File: config.mk
export PLATFORM = sky130hd
export DESIGN_NAME = fpga_console_top
export DESIGN_NICKNAME = d
export VERILOG_FILES = /design/src/logic/console_ctrl_pkg.sv /design/src/logic/console_stream_pkg.sv /design/src/logic/console_sequencer.sv /design/src/logic/fpga_console_top.sv /design/src/logic/hex_word_sender.sv /design/src/logic/key_debounce.sv /design/src/logic/rx_poll_timer.sv
export VERILOG_INCLUDE_DIRS = /design/src /design/src/include
export SDC_FILE = /design/constraint.sdc
export NUM_CORES = 1
export LEC_CHECK = 0
export ABC_AREA = 1
export BUFFER_PORTS_ARGS = -buffer_cell sky130_fd_sc_hd__buf_2
export CAP_MARGIN = 20
export CORE_ASPECT_RATIO = 1.75
export CORE_MARGIN = 4
export CORE_UTILIZATION = 62
export CTS_BUF_LIST = sky130_fd_sc_hd__clkbuf_8
export CTS_CLUSTER_SIZE = 28
export DETAILED_ROUTE_END_ITERATION = 16
export PLACE_DENSITY = 0.93
export SLEW_MARGIN = 20
export SYNTH_ARGS = -nofsm -noshare
export SYNTH_HDL_FRONTEND = slang
export SYNTH_SLANG_ARGS = --single-unit
File: constraint.sdc
create_clock -name pll_0_clock -period 3.07 [get_ports pll_0_clock]
set_clock_uncertainty 0.05 [all_clocks]
set_input_delay 0.307 -clock pll_0_clock [delete_from_list [all_inputs] [get_ports pll_0_clock]]
set_output_delay 0.307 -clock pll_0_clock [all_outputs]
set_load 0.005 [all_outputs]
File: src/include/console_defs.svh
// ==================================================
// Default timing and message sizes for the console
// Periods assume a 50 MHz clock, giving about 25 ms
// Lengths must match the strings in the control package
// ==================================================

`ifndef CONSOLE_DEFS_SVH
`define CONSOLE_DEFS_SVH

// Key must hold a new level this long before it counts
`define CONSOLE_DEBOUNCE_CYCLES 1250000

// Spacing of receive polls
`define CONSOLE_POLL_CYCLES 1250000

// Greeting text plus CR LF
`define CONSOLE_HELLO_LEN 26

// Address prefix ahead of the hex dump
`define CONSOLE_PREFIX_LEN 12

// Nibbles in one status word
`define CONSOLE_HEX_DIGITS 8

`endif

File: src/logic/console_ctrl_pkg.sv
// ==================================================
// Sequencer states and fixed console text
// Strings hold the first character in the top byte
// ==================================================

`default_nettype none

`include "console_defs.svh"

package console_ctrl_pkg;

	// ==================================================
	// Sequencer states
	// ==================================================

	typedef enum logic [2:0] {
		// Waiting for a key or a poll
		idle,
		// Key is down, wait for it to come up
		wait_release,
		// Greeting text
		send_hello,
		// Address prefix
		send_prefix,
		// Hex dump from the word sender
		send_hex,
		// One-cycle receive window
		take_rx,
		// LED update from the received byte
		apply_rx,
		// Received byte goes back out
		echo
	} console_state_t;

	// ==================================================
	// Fixed messages
	// ==================================================

	parameter logic [8*`CONSOLE_HELLO_LEN-1:0] hello_msg = "Hello from the FPGA side\r\n";

	parameter logic [8*`CONSOLE_PREFIX_LEN-1:0] prefix_msg = "0xffc020f8: ";

endpackage

`default_nettype wire

File: src/logic/console_stream_pkg.sv
// ==================================================
// Byte stream and status word types
// Valid and data travel together in one packed beat
// ==================================================

`default_nettype none

`include "console_defs.svh"

package console_stream_pkg;

	// ==================================================
	// Character stream
	// ==================================================

	// One ASCII character
	typedef logic [7:0] console_byte_t;

	// Stream beat, valid in the top bit
	typedef struct packed {
		logic          valid;
		console_byte_t data;
	} byte_beat_t;

	// ==================================================
	// Status word and LEDs
	// ==================================================

	// Whole word for capture, nibbles for the hex dump
	// Nibble 7 is the most significant
	typedef union packed {
		logic [31:0]                           word;
		logic [`CONSOLE_HEX_DIGITS-1:0][3:0]   nibble;
	} status_word_u;

	// One bit per board LED
	typedef logic [7:0] led_vector_t;

endpackage

`default_nettype wire

File: src/logic/console_sequencer.sv
// ==================================================
// Console FSM. Key release sends greeting, prefix and
// hex dump. Polls read one rx byte, toggle an LED on
// '0'..'7' and echo it. Greeting must be the longer text
// ==================================================

`timescale 1ns/1ps
`default_nettype none

`include "console_defs.svh"

module console_sequencer
	import console_stream_pkg::*;
	import console_ctrl_pkg::*;
(
	input  logic        pll_0_clock,
	input  logic        master_reset_n,
	input  logic        pressed,
	input  logic        poll_tick,
	output logic        hex_start,
	input  byte_beat_t  hex_tx,
	output logic        hex_ready,
	input  logic        hex_done,
	output byte_beat_t  tx,
	input  logic        tx_ready,
	input  byte_beat_t  rx,
	output logic        rx_ready,
	output led_vector_t leds
);

	// Counter sized for the longest message
	localparam int MSG_CNT_W = $clog2(`CONSOLE_HELLO_LEN);

	console_state_t       state;
	// Counts down, character index into the message
	logic [MSG_CNT_W-1:0] msg_cnt;
	console_byte_t        rx_byte;
	led_vector_t          led_reg;
	logic                 tx_xfer;
	logic                 msg_last;
	logic                 rx_is_led_digit;

	assign tx_xfer  = tx.valid && tx_ready;
	assign msg_last = (msg_cnt == '0);

	// ASCII '0' through '7'
	assign rx_is_led_digit = (rx_byte >= 8'h30) && (rx_byte <= 8'h37);

	// Sender starts as the last prefix character leaves
	assign hex_start = (state == send_prefix) && tx_xfer && msg_last;
	// Sender sees tx back-pressure only while it owns tx
	assign hex_ready = (state == send_hex) && tx_ready;
	// Open for exactly the one take_rx cycle
	assign rx_ready  = (state == take_rx);
	assign leds      = led_reg;

	// ==================================================
	// Tx source select
	// ==================================================

	always_comb begin
		case (state)
			send_hello: begin
				tx.valid = 1'b1;
				tx.data  = hello_msg[8*msg_cnt +: 8];
			end
			send_prefix: begin
				tx.valid = 1'b1;
				tx.data  = prefix_msg[8*msg_cnt +: 8];
			end
			send_hex: begin
				tx = hex_tx;
			end
			echo: begin
				tx.valid = 1'b1;
				tx.data  = rx_byte;
			end
			default: begin
				tx = '0;
			end
		endcase
	end

	// Received byte, loaded on an rx transfer
	always_ff @(posedge pll_0_clock) begin
		if (rx_ready && rx.valid) begin
			rx_byte <= rx.data;
		end
	end

	// ==================================================
	// State machine
	// ==================================================

	always_ff @(posedge pll_0_clock or negedge master_reset_n) begin
		if (!master_reset_n) begin
			state   <= idle;
			msg_cnt <= '0;
			led_reg <= '0;
		end else begin
			case (state)
				idle: begin
					// Press beats a poll in the same cycle
					if (pressed) begin
						state <= wait_release;
					end else if (poll_tick) begin
						state <= take_rx;
					end
				end
				wait_release: begin
					if (!pressed) begin
						msg_cnt <= MSG_CNT_W'(`CONSOLE_HELLO_LEN - 1);
						state   <= send_hello;
					end
				end
				send_hello: begin
					if (tx_xfer) begin
						if (msg_last) begin
							msg_cnt <= MSG_CNT_W'(`CONSOLE_PREFIX_LEN - 1);
							state   <= send_prefix;
						end else begin
							msg_cnt <= msg_cnt - 1'b1;
						end
					end
				end
				send_prefix: begin
					if (tx_xfer) begin
						if (msg_last) begin
							state <= send_hex;
						end else begin
							msg_cnt <= msg_cnt - 1'b1;
						end
					end
				end
				send_hex: begin
					if (hex_done) begin
						state <= idle;
					end
				end
				take_rx: begin
					// Nothing waiting, back to idle
					state <= rx.valid ? apply_rx : idle;
				end
				apply_rx: begin
					// Low three bits are the digit value
					if (rx_is_led_digit) begin
						led_reg[rx_byte[2:0]] <= ~led_reg[rx_byte[2:0]];
					end
					state <= echo;
				end
				echo: begin
					if (tx_xfer) begin
						state <= idle;
					end
				end
				default: begin
					state <= idle;
				end
			endcase
		end
	end

endmodule

`default_nettype wire

File: src/logic/fpga_console_top.sv
// ==================================================
// Serial console top level
// Tx and rx are valid/ready byte streams
// Periods default to about 25 ms at 50 MHz
// ==================================================

`timescale 1ns/1ps
`default_nettype none

`include "console_defs.svh"

module fpga_console_top
	import console_stream_pkg::*;
#(
	parameter int DEBOUNCE_CYCLES = `CONSOLE_DEBOUNCE_CYCLES,
	parameter int POLL_CYCLES     = `CONSOLE_POLL_CYCLES
) (
	input  logic         pll_0_clock,
	input  logic         master_reset_n,
	input  logic         key_n,
	input  status_word_u status_word,
	output byte_beat_t   tx,
	input  logic         tx_ready,
	input  byte_beat_t   rx,
	output logic         rx_ready,
	output led_vector_t  leds
);

	logic       pressed;
	logic       poll_tick;
	logic       hex_start;
	byte_beat_t hex_tx;
	logic       hex_ready;
	logic       hex_done;

	// Push button
	key_debounce #(
		.DEBOUNCE_CYCLES(DEBOUNCE_CYCLES)
	) key_debounce_0 (
		.pll_0_clock   (pll_0_clock),
		.master_reset_n(master_reset_n),
		.key_n         (key_n),
		.pressed       (pressed)
	);

	// Slow receive poll
	rx_poll_timer #(
		.POLL_CYCLES(POLL_CYCLES)
	) rx_poll_timer_0 (
		.pll_0_clock   (pll_0_clock),
		.master_reset_n(master_reset_n),
		.poll_tick     (poll_tick)
	);

	// Hex dump of the status word
	hex_word_sender hex_word_sender_0 (
		.pll_0_clock   (pll_0_clock),
		.master_reset_n(master_reset_n),
		.start         (hex_start),
		.word          (status_word),
		.hex_tx        (hex_tx),
		.hex_ready     (hex_ready),
		.done          (hex_done)
	);

	// Main FSM
	console_sequencer console_sequencer_0 (
		.pll_0_clock   (pll_0_clock),
		.master_reset_n(master_reset_n),
		.pressed       (pressed),
		.poll_tick     (poll_tick),
		.hex_start     (hex_start),
		.hex_tx        (hex_tx),
		.hex_ready     (hex_ready),
		.hex_done      (hex_done),
		.tx            (tx),
		.tx_ready      (tx_ready),
		.rx            (rx),
		.rx_ready      (rx_ready),
		.leds          (leds)
	);

endmodule

`default_nettype wire

File: src/logic/hex_word_sender.sv
// ==================================================
// Sends a 32-bit word as eight upper-case hex digits
// followed by CR LF. A start while busy is ignored.
// done pulses the cycle after the LF is accepted
// ==================================================

`timescale 1ns/1ps
`default_nettype none

`include "console_defs.svh"

module hex_word_sender
	import console_stream_pkg::*;
(
	input  logic         pll_0_clock,
	input  logic         master_reset_n,
	input  logic         start,
	input  status_word_u word,
	output byte_beat_t   hex_tx,
	input  logic         hex_ready,
	output logic         done
);

	// Digits, then CR, then LF
	localparam int LAST_POS = `CONSOLE_HEX_DIGITS + 1;
	localparam int POS_W    = $clog2(LAST_POS + 1);
	localparam int NIB_W    = $clog2(`CONSOLE_HEX_DIGITS);

	status_word_u     captured;
	logic             busy;
	logic [POS_W-1:0] pos;
	logic [NIB_W-1:0] nib_idx;
	logic [3:0]       cur_nibble;
	console_byte_t    digit_char;
	logic             xfer;

	assign xfer = hex_tx.valid && hex_ready;

	// Word is only sampled on an accepted start
	always_ff @(posedge pll_0_clock) begin
		if (start && !busy) begin
			captured.word <= word.word;
		end
	end

	// ==================================================
	// Position and handshake
	// ==================================================

	always_ff @(posedge pll_0_clock or negedge master_reset_n) begin
		if (!master_reset_n) begin
			busy <= 1'b0;
			pos  <= '0;
			done <= 1'b0;
		end else begin
			done <= 1'b0;
			if (!busy) begin
				if (start) begin
					busy <= 1'b1;
					pos  <= '0;
				end
			end else if (xfer) begin
				if (pos == POS_W'(LAST_POS)) begin
					// LF accepted
					busy <= 1'b0;
					done <= 1'b1;
				end else begin
					pos <= pos + 1'b1;
				end
			end
		end
	end

	// Most significant nibble goes first
	assign nib_idx    = NIB_W'(`CONSOLE_HEX_DIGITS - 1) - pos[NIB_W-1:0];
	assign cur_nibble = captured.nibble[nib_idx];

	// 0-9 from '0', A-F from 'A'
	assign digit_char = (cur_nibble < 4'd10) ? 8'h30 + {4'h0, cur_nibble}
	                                         : 8'h37 + {4'h0, cur_nibble};

	always_comb begin
		hex_tx.valid = busy;
		if (pos < POS_W'(`CONSOLE_HEX_DIGITS)) begin
			hex_tx.data = digit_char;
		end else if (pos == POS_W'(`CONSOLE_HEX_DIGITS)) begin
			// Carriage return
			hex_tx.data = 8'h0d;
		end else begin
			// Line feed
			hex_tx.data = 8'h0a;
		end
	end

endmodule

`default_nettype wire

File: src/logic/key_debounce.sv
// ==================================================
// Debounce filter for an active-low push button
// DEBOUNCE_CYCLES must be at least 2
// Output lags the pin by the sync stages plus the period
// ==================================================

`timescale 1ns/1ps
`default_nettype none

`include "console_defs.svh"

module key_debounce #(
	parameter int DEBOUNCE_CYCLES = `CONSOLE_DEBOUNCE_CYCLES
) (
	input  logic pll_0_clock,
	input  logic master_reset_n,
	input  logic key_n,
	output logic pressed
);

	localparam int CNT_W = $clog2(DEBOUNCE_CYCLES);

	// Two-flop synchronizer, idles released
	logic [1:0] key_sync_n;
	// Key level as seen after sync, high when pushed
	logic key_level;
	// Run length of a level that disagrees with pressed
	logic [CNT_W-1:0] stable_cnt;

	always_ff @(posedge pll_0_clock or negedge master_reset_n) begin
		if (!master_reset_n) begin
			key_sync_n <= 2'b11;
		end else begin
			key_sync_n <= {key_sync_n[0], key_n};
		end
	end

	assign key_level = ~key_sync_n[1];

	// Any return to the current level restarts the count
	always_ff @(posedge pll_0_clock or negedge master_reset_n) begin
		if (!master_reset_n) begin
			stable_cnt <= '0;
			pressed    <= 1'b0;
		end else if (key_level == pressed) begin
			stable_cnt <= '0;
		end else if (stable_cnt == CNT_W'(DEBOUNCE_CYCLES - 1)) begin
			// New level held long enough
			stable_cnt <= '0;
			pressed    <= key_level;
		end else begin
			stable_cnt <= stable_cnt + 1'b1;
		end
	end

endmodule

`default_nettype wire

File: src/logic/rx_poll_timer.sv
// ==================================================
// Receive poll pacing
// One tick every POLL_CYCLES clocks, POLL_CYCLES >= 2
// ==================================================

`timescale 1ns/1ps
`default_nettype none

`include "console_defs.svh"

module rx_poll_timer #(
	parameter int POLL_CYCLES = `CONSOLE_POLL_CYCLES
) (
	input  logic pll_0_clock,
	input  logic master_reset_n,
	output logic poll_tick
);

	localparam int CNT_W = $clog2(POLL_CYCLES);

	logic [CNT_W-1:0] div_cnt;
	logic             terminal;

	assign terminal = (div_cnt == CNT_W'(POLL_CYCLES - 1));

	// Wrap-around divider, tick registered at terminal count
	always_ff @(posedge pll_0_clock or negedge master_reset_n) begin
		if (!master_reset_n) begin
			div_cnt   <= '0;
			poll_tick <= 1'b0;
		end else begin
			div_cnt   <= terminal ? '0 : div_cnt + 1'b1;
			poll_tick <= terminal;
		end
	end

endmodule

`default_nettype wire

After elaboration in Yosys (flattened, before gate mapping). Index checks and enable logic that the tools add are counted.

Add/sub/neg operators: 7. $lt $le $gt $ge: 7. Equal/unequal tests: 23. Shift-type cells: 2. Muxes and demuxes: 42. Bitwise logic cells: 3. Reduce and logical (&&, ||, !) cells: 19.

Operator list (count): $shiftx 208x9->8 const A (1); $shiftx 96x9->8 const A (1); $mux 21 (3); $add 21x1->21 const B (2); $eq 21x21->1 const B (2); $pmux 9 s4 (1); $mux 3 (11); $mux 5 (5); $pmux 3 s8 (1); $mux 4 (5); $mux 8 (2); $pmux 5 s3 (1); $add 6x4->7 const A (2); $bmux 4 s3 (1); $eq 3x3->1 const B (4); $ne 2x1->1 const B (5); $ne 2x2->1 const B (5); $logic_and 1x1->1 (9); $mux 1 (9); $bwmux 8 (1); $eq 4x4->1 const B (2); $ge 8x6->1 const B (1); $le 8x6->1 const B (1); $lt 3x4->1 const B (2); other kinds (21) (26).

Register bits: 108. Bits of input ports: 45. Output and inout bits: 18. Logic and storage cells: 116.

Logic depth before layout (Yosys ltp).
Depth in word-level cells: 12. Gate-level depth with buffers: 14. Gate-level depth less buffers: 13.

Cells and area by module. A second synthesis with hierarchy kept.

Cell total of the unflattened synthesis: 808. Area, all modules: 6608.8 sq um.

By module, submodules not included: console_sequencer (instances 1, cells each 299, area an instance 2100.8 sq um, seq. area each 640.6 sq um); hex_word_sender (instances 1, cells each 189, area an instance 1951.9 sq um, seq. area each 1111.1 sq um); key_debounce (instances 1, cells each 166, area an instance 1327.5 sq um, seq. area each 603.1 sq um); rx_poll_timer (instances 1, cells each 154, area an instance 1228.7 sq um, seq. area each 550.5 sq um).

Least setup slack after synthesis. OpenSTA, ideal clock, no wires.

Path type: register to register. From: register console_sequencer_0.msg_cnt[0]. To: register hex_word_sender_0.captured[0] in the netlist's numbering (enable). Library setup time: 0.387 ns. Data arrival time: 1.921 ns. Required time: 2.633 ns. Slack: 0.712 ns. Cell stages (with the launch flop): 7. Buffers on the path: 0. Clock period less this slack: 2.358 ns. Cells stage by stage: dfrtp_1 > inv_1 > ha_1 > nand3_1 > nor2_1 > nand4_1 > inv_1.

Longest elaborated chain between the ends: 3.

Ends and longest elaborated chain: from (decl) (line console_sequencer.sv:36) `logic [MSG_CNT_W-1:0] msg_cnt;`; from (signal assigned) (line console_sequencer.sv:112) `` msg_cnt <= MSG_CNT_W'(`CONSOLE_HELLO_LEN - 1); ``; from (signal assigned) (line console_sequencer.sv:119) `` msg_cnt <= MSG_CNT_W'(`CONSOLE_PREFIX_LEN - 1); ``; from (signal assigned) (line console_sequencer.sv:122) `msg_cnt <= msg_cnt - 1'b1;`; $logic_not 5->1 (line console_sequencer.sv:44) `assign msg_last = (msg_cnt == '0);`; $logic_and 1x1->1 (line console_sequencer.sv:50) `assign hex_start = (state == send_prefix) && tx_xfer && msg_last;`; $logic_and 1x1->1 (line hex_word_sender.sv:41) `if (start && !busy) begin`; to (decl) (line hex_word_sender.sv:29) `status_word_u captured;`.

Every way passes these cells. A chain may end at the register's enable or synchronous reset.

==> metrics.csv <==
metric;value;unit
status;finished, violations left;
violations;negative hold slack;
grt_pass1_wl;24.8;mm
slew_violations;0;
synth.area.top_cells;dfrtp_1 26%, edfxtp_1 19%, nand2_1 11%;
max_slew_margin;43.9;%
layout_common_cells;184 x nand2_1, 115 x inv_1, 79 x nor2_1;
routed_wl;14.8;mm
grt_usage;26.0;%
gr-total-overflow;0;
die_h;141;um
fin_nets;913;
highest_layer;met4;
yosysTopAreaCell;dfrtp_1;
dieArea;0.0118;mm^2
fp.coreArea;0.00985;mm^2
num_vias;5527;
antenna_found_initial;0;
ys_seq_area_share;46.5;%
synthCells;791;
viasPerCell;5.61;
crit_path_frequent_cell;nand2_1;
cp.required;2710;ps
layout_commonest_cell;nand2_1;
multi_input_area;0.00281;mm^2
finalNonFillerCells;986;
met1Wirelength;5.42;mm
wl_met2;8.07;mm
ys_seq_elements;108;
worst-path-max-fanout;13;
cp-end-kind;primary output;
dpl_cell_area;0.00669;mm^2
rsz0062_at_grt;no;
cts_post_setup_buffers_inserted;0;
worstMarginPinSlew;842;ps
min_period;2770;ps
post_drt_wl_per_cell;15.0;um
start_kind;flop;
period_share;90.1;%
ios;63;
finalWeightedCongestion;1.01;
powerDensity;631;mW/mm^2
criticalPathCategory;flop to primary output;
tns;0;ps
dp_slack;719;ps
fin_util;69.9;%
clk_path_buf_depth;2;
grt_max_degree;38;
area_growth;10.2;%
drc;0;
synth_top_area_share;26.4;%
ys_types;45;
synth_area_per_cell;7.90;um^2
synthArstFlopShare;63.0;%
fillerInstances;839;
cts_htree_levels;3;
grt_pass1_vias;5500;
dpl.cell_count;968;
arrival;2410;ps
max_freq;361;MHz
setup_viol;0;
wl_met3;747;um
ant_nets;0;
yosys_warnings;0;
synth_edf_count;40;
hold_class;input port to async pin;
cts.sinks;108;
rows;48;
ir_worst_vdd;0.000448;V
finalWorstSetupSlack;303;ps
cts_tree;done;
critPathSlowestCell;dfrtp_1;
r2r_cells;7;
syn-num-nets;849;
drt_iter0_markers;367;
ff_latch_area;0.00291;mm^2
p_leak;3.32;nW
synth_flop_cell;dfrtp_1;
cts.repair.resized;0;
drv_cap;0;
path_cells;inv_2 > nor2_1 > o21ai_0 > nand3_1 > nand2_1 > ha_1 > inv_1 > nor2_1 > nand3_1 > nand2_1 > nand2_1 > nand2_1 > buf_2;
hpwlAfterDp;11.5;mm
slowest_delay;550;ps
clk_pin_slew;100;ps
worstSkewPairLatency;380;ps
start_util;63.5;%
cts-root-buf;clkbuf_8;
report.final.hold_viol_count;20;
die_x;83.9;um
netlist_area;0.00625;mm^2
finalInstanceArea;0.00689;mm^2
drive_gt1_share;13.8;%
cts_inserted_buffers;9;
portBuffers;62;
drtPass1Iterations;5;
timing.hold.ws;-13.7;ps
-- kinds of logic after synthesis --
group                    count (synthesis)  share of synthesized area (%)
flip-flops                             108                           46.5
AND/OR/NAND/NOR                        421                           31.2
adder cells (fa/ha/maj)                 13                           2.60
buffers and inverters                  137                           8.55
AO/OA/AOI/OAI                           88                           7.79
XOR/XNOR                                24                           3.36
-- through the flow --
step	power (mW)	hold WS [ps]
after floorplan	3.05	-38.6
after global placement	3.48	296
after detailed placement	3.50	297
after CTS	4.35	5.75
after global routing	4.67	34.6
final	4.35	-13.7
-- layout make-up --
type                            count  area share (%)
Sequential cell                   108            42.2
Multi-Input combinational cell    546            40.8
Inverter                          122            6.72
Timing Repair Buffer               68            5.19
Tap cell                          125            2.27
Clock buffer                        9            1.80
Clock inverter                      7           0.981
Antenna cell                        1          0.0363
-- Yosys cell counts, types with 2 or more instances --
cell type	n
buf_4	2
nand4_1	24
xor2_1	19
nand2_1	184
nor3_1	20
a21oi_1	33
ha_1	13
o211ai_1	4
nor2_2	2
dfstp_2	2
nand2_4	4
inv_2	7
nor2_4	2
o21ai_1	8
edfxtp_1	40
nor3_2	2
xnor2_1	5
dfrtp_1	66
clkbuf_1	7
nand3_2	3
nor3b_1	2
o21bai_1	2
o21ai_0	29
buf_2	6
inv_1	113
inv_4	2
nand3_1	74
nor2_1	79
nor4_1	13
or2_2	2
nand2_2	5
nand3_4	2
o22ai_1	3
-- sequential cells by signal, indices dropped and copies added (netlist names), 2 cells and up --
register and cells:
console_sequencer_0.msg_cnt 5, hex_word_sender_0.captured 32, console_sequencer_0.leds 8, key_debounce_0.key_sync_n 2
key_debounce_0.stable_cnt 21, hex_word_sender_0.pos 4, rx_poll_timer_0.div_cnt 21, console_sequencer_0.rx_byte 8
console_sequencer_0.state 3
-- metal layers --
| layer | up-vias | global-route usage, % |
|---|---|---|
| li1 | 2722 | - |
| met1 | 2567 | 28.7 |
| met2 | 192 | 48.0 |
| met3 | 46 | 4.56 |
| met4 | 0 | 11.7 |
| met5 | - | 0 |
-- path summary, 6_finish.rpt --
kind                                                      from                             end  slack, ps
worst max-delay path                  hex_word_sender_0.pos[1]                           tx[2]        300
max in group asynchronous                       master_reset_n    key_debounce_0.key_sync_n[0]       2160
min in group pll_0_clock                        status_word[3]   hex_word_sender_0.captured[3]         40
worst max register to register  console_sequencer_0.msg_cnt[1]  hex_word_sender_0.captured[30]        690
worst min register to register    key_debounce_0.key_sync_n[0]    key_debounce_0.key_sync_n[1]        310
worst min-delay path                            master_reset_n  console_sequencer_0.msg_cnt[3]        -10
-- worst max-delay path, delay by kind of cell (launching register included) --
kind                     cells  cell delay [ps]
flip-flops                   1              550
buffers and inverters        3              390
adder cells (fa/ha/maj)      1              190
AO/OA/AOI/OAI                1               90
AND/OR/NAND/NOR              8              820
-- power breakdown --
part,switching (mW),internal [mW],leakage (nW)
sequential,0.189,1.58,1.27
clock,0.467,0.376,0.103
combinational,1.13,0.605,1.95
-- repair_timing --
action | in CTS | in global routing
endpoints found under the setup margin | 0 | 0
hold buffers | 1 | 0
endpoints found under the hold margin | 1 | 0
(Power assumes the default switching activity.)
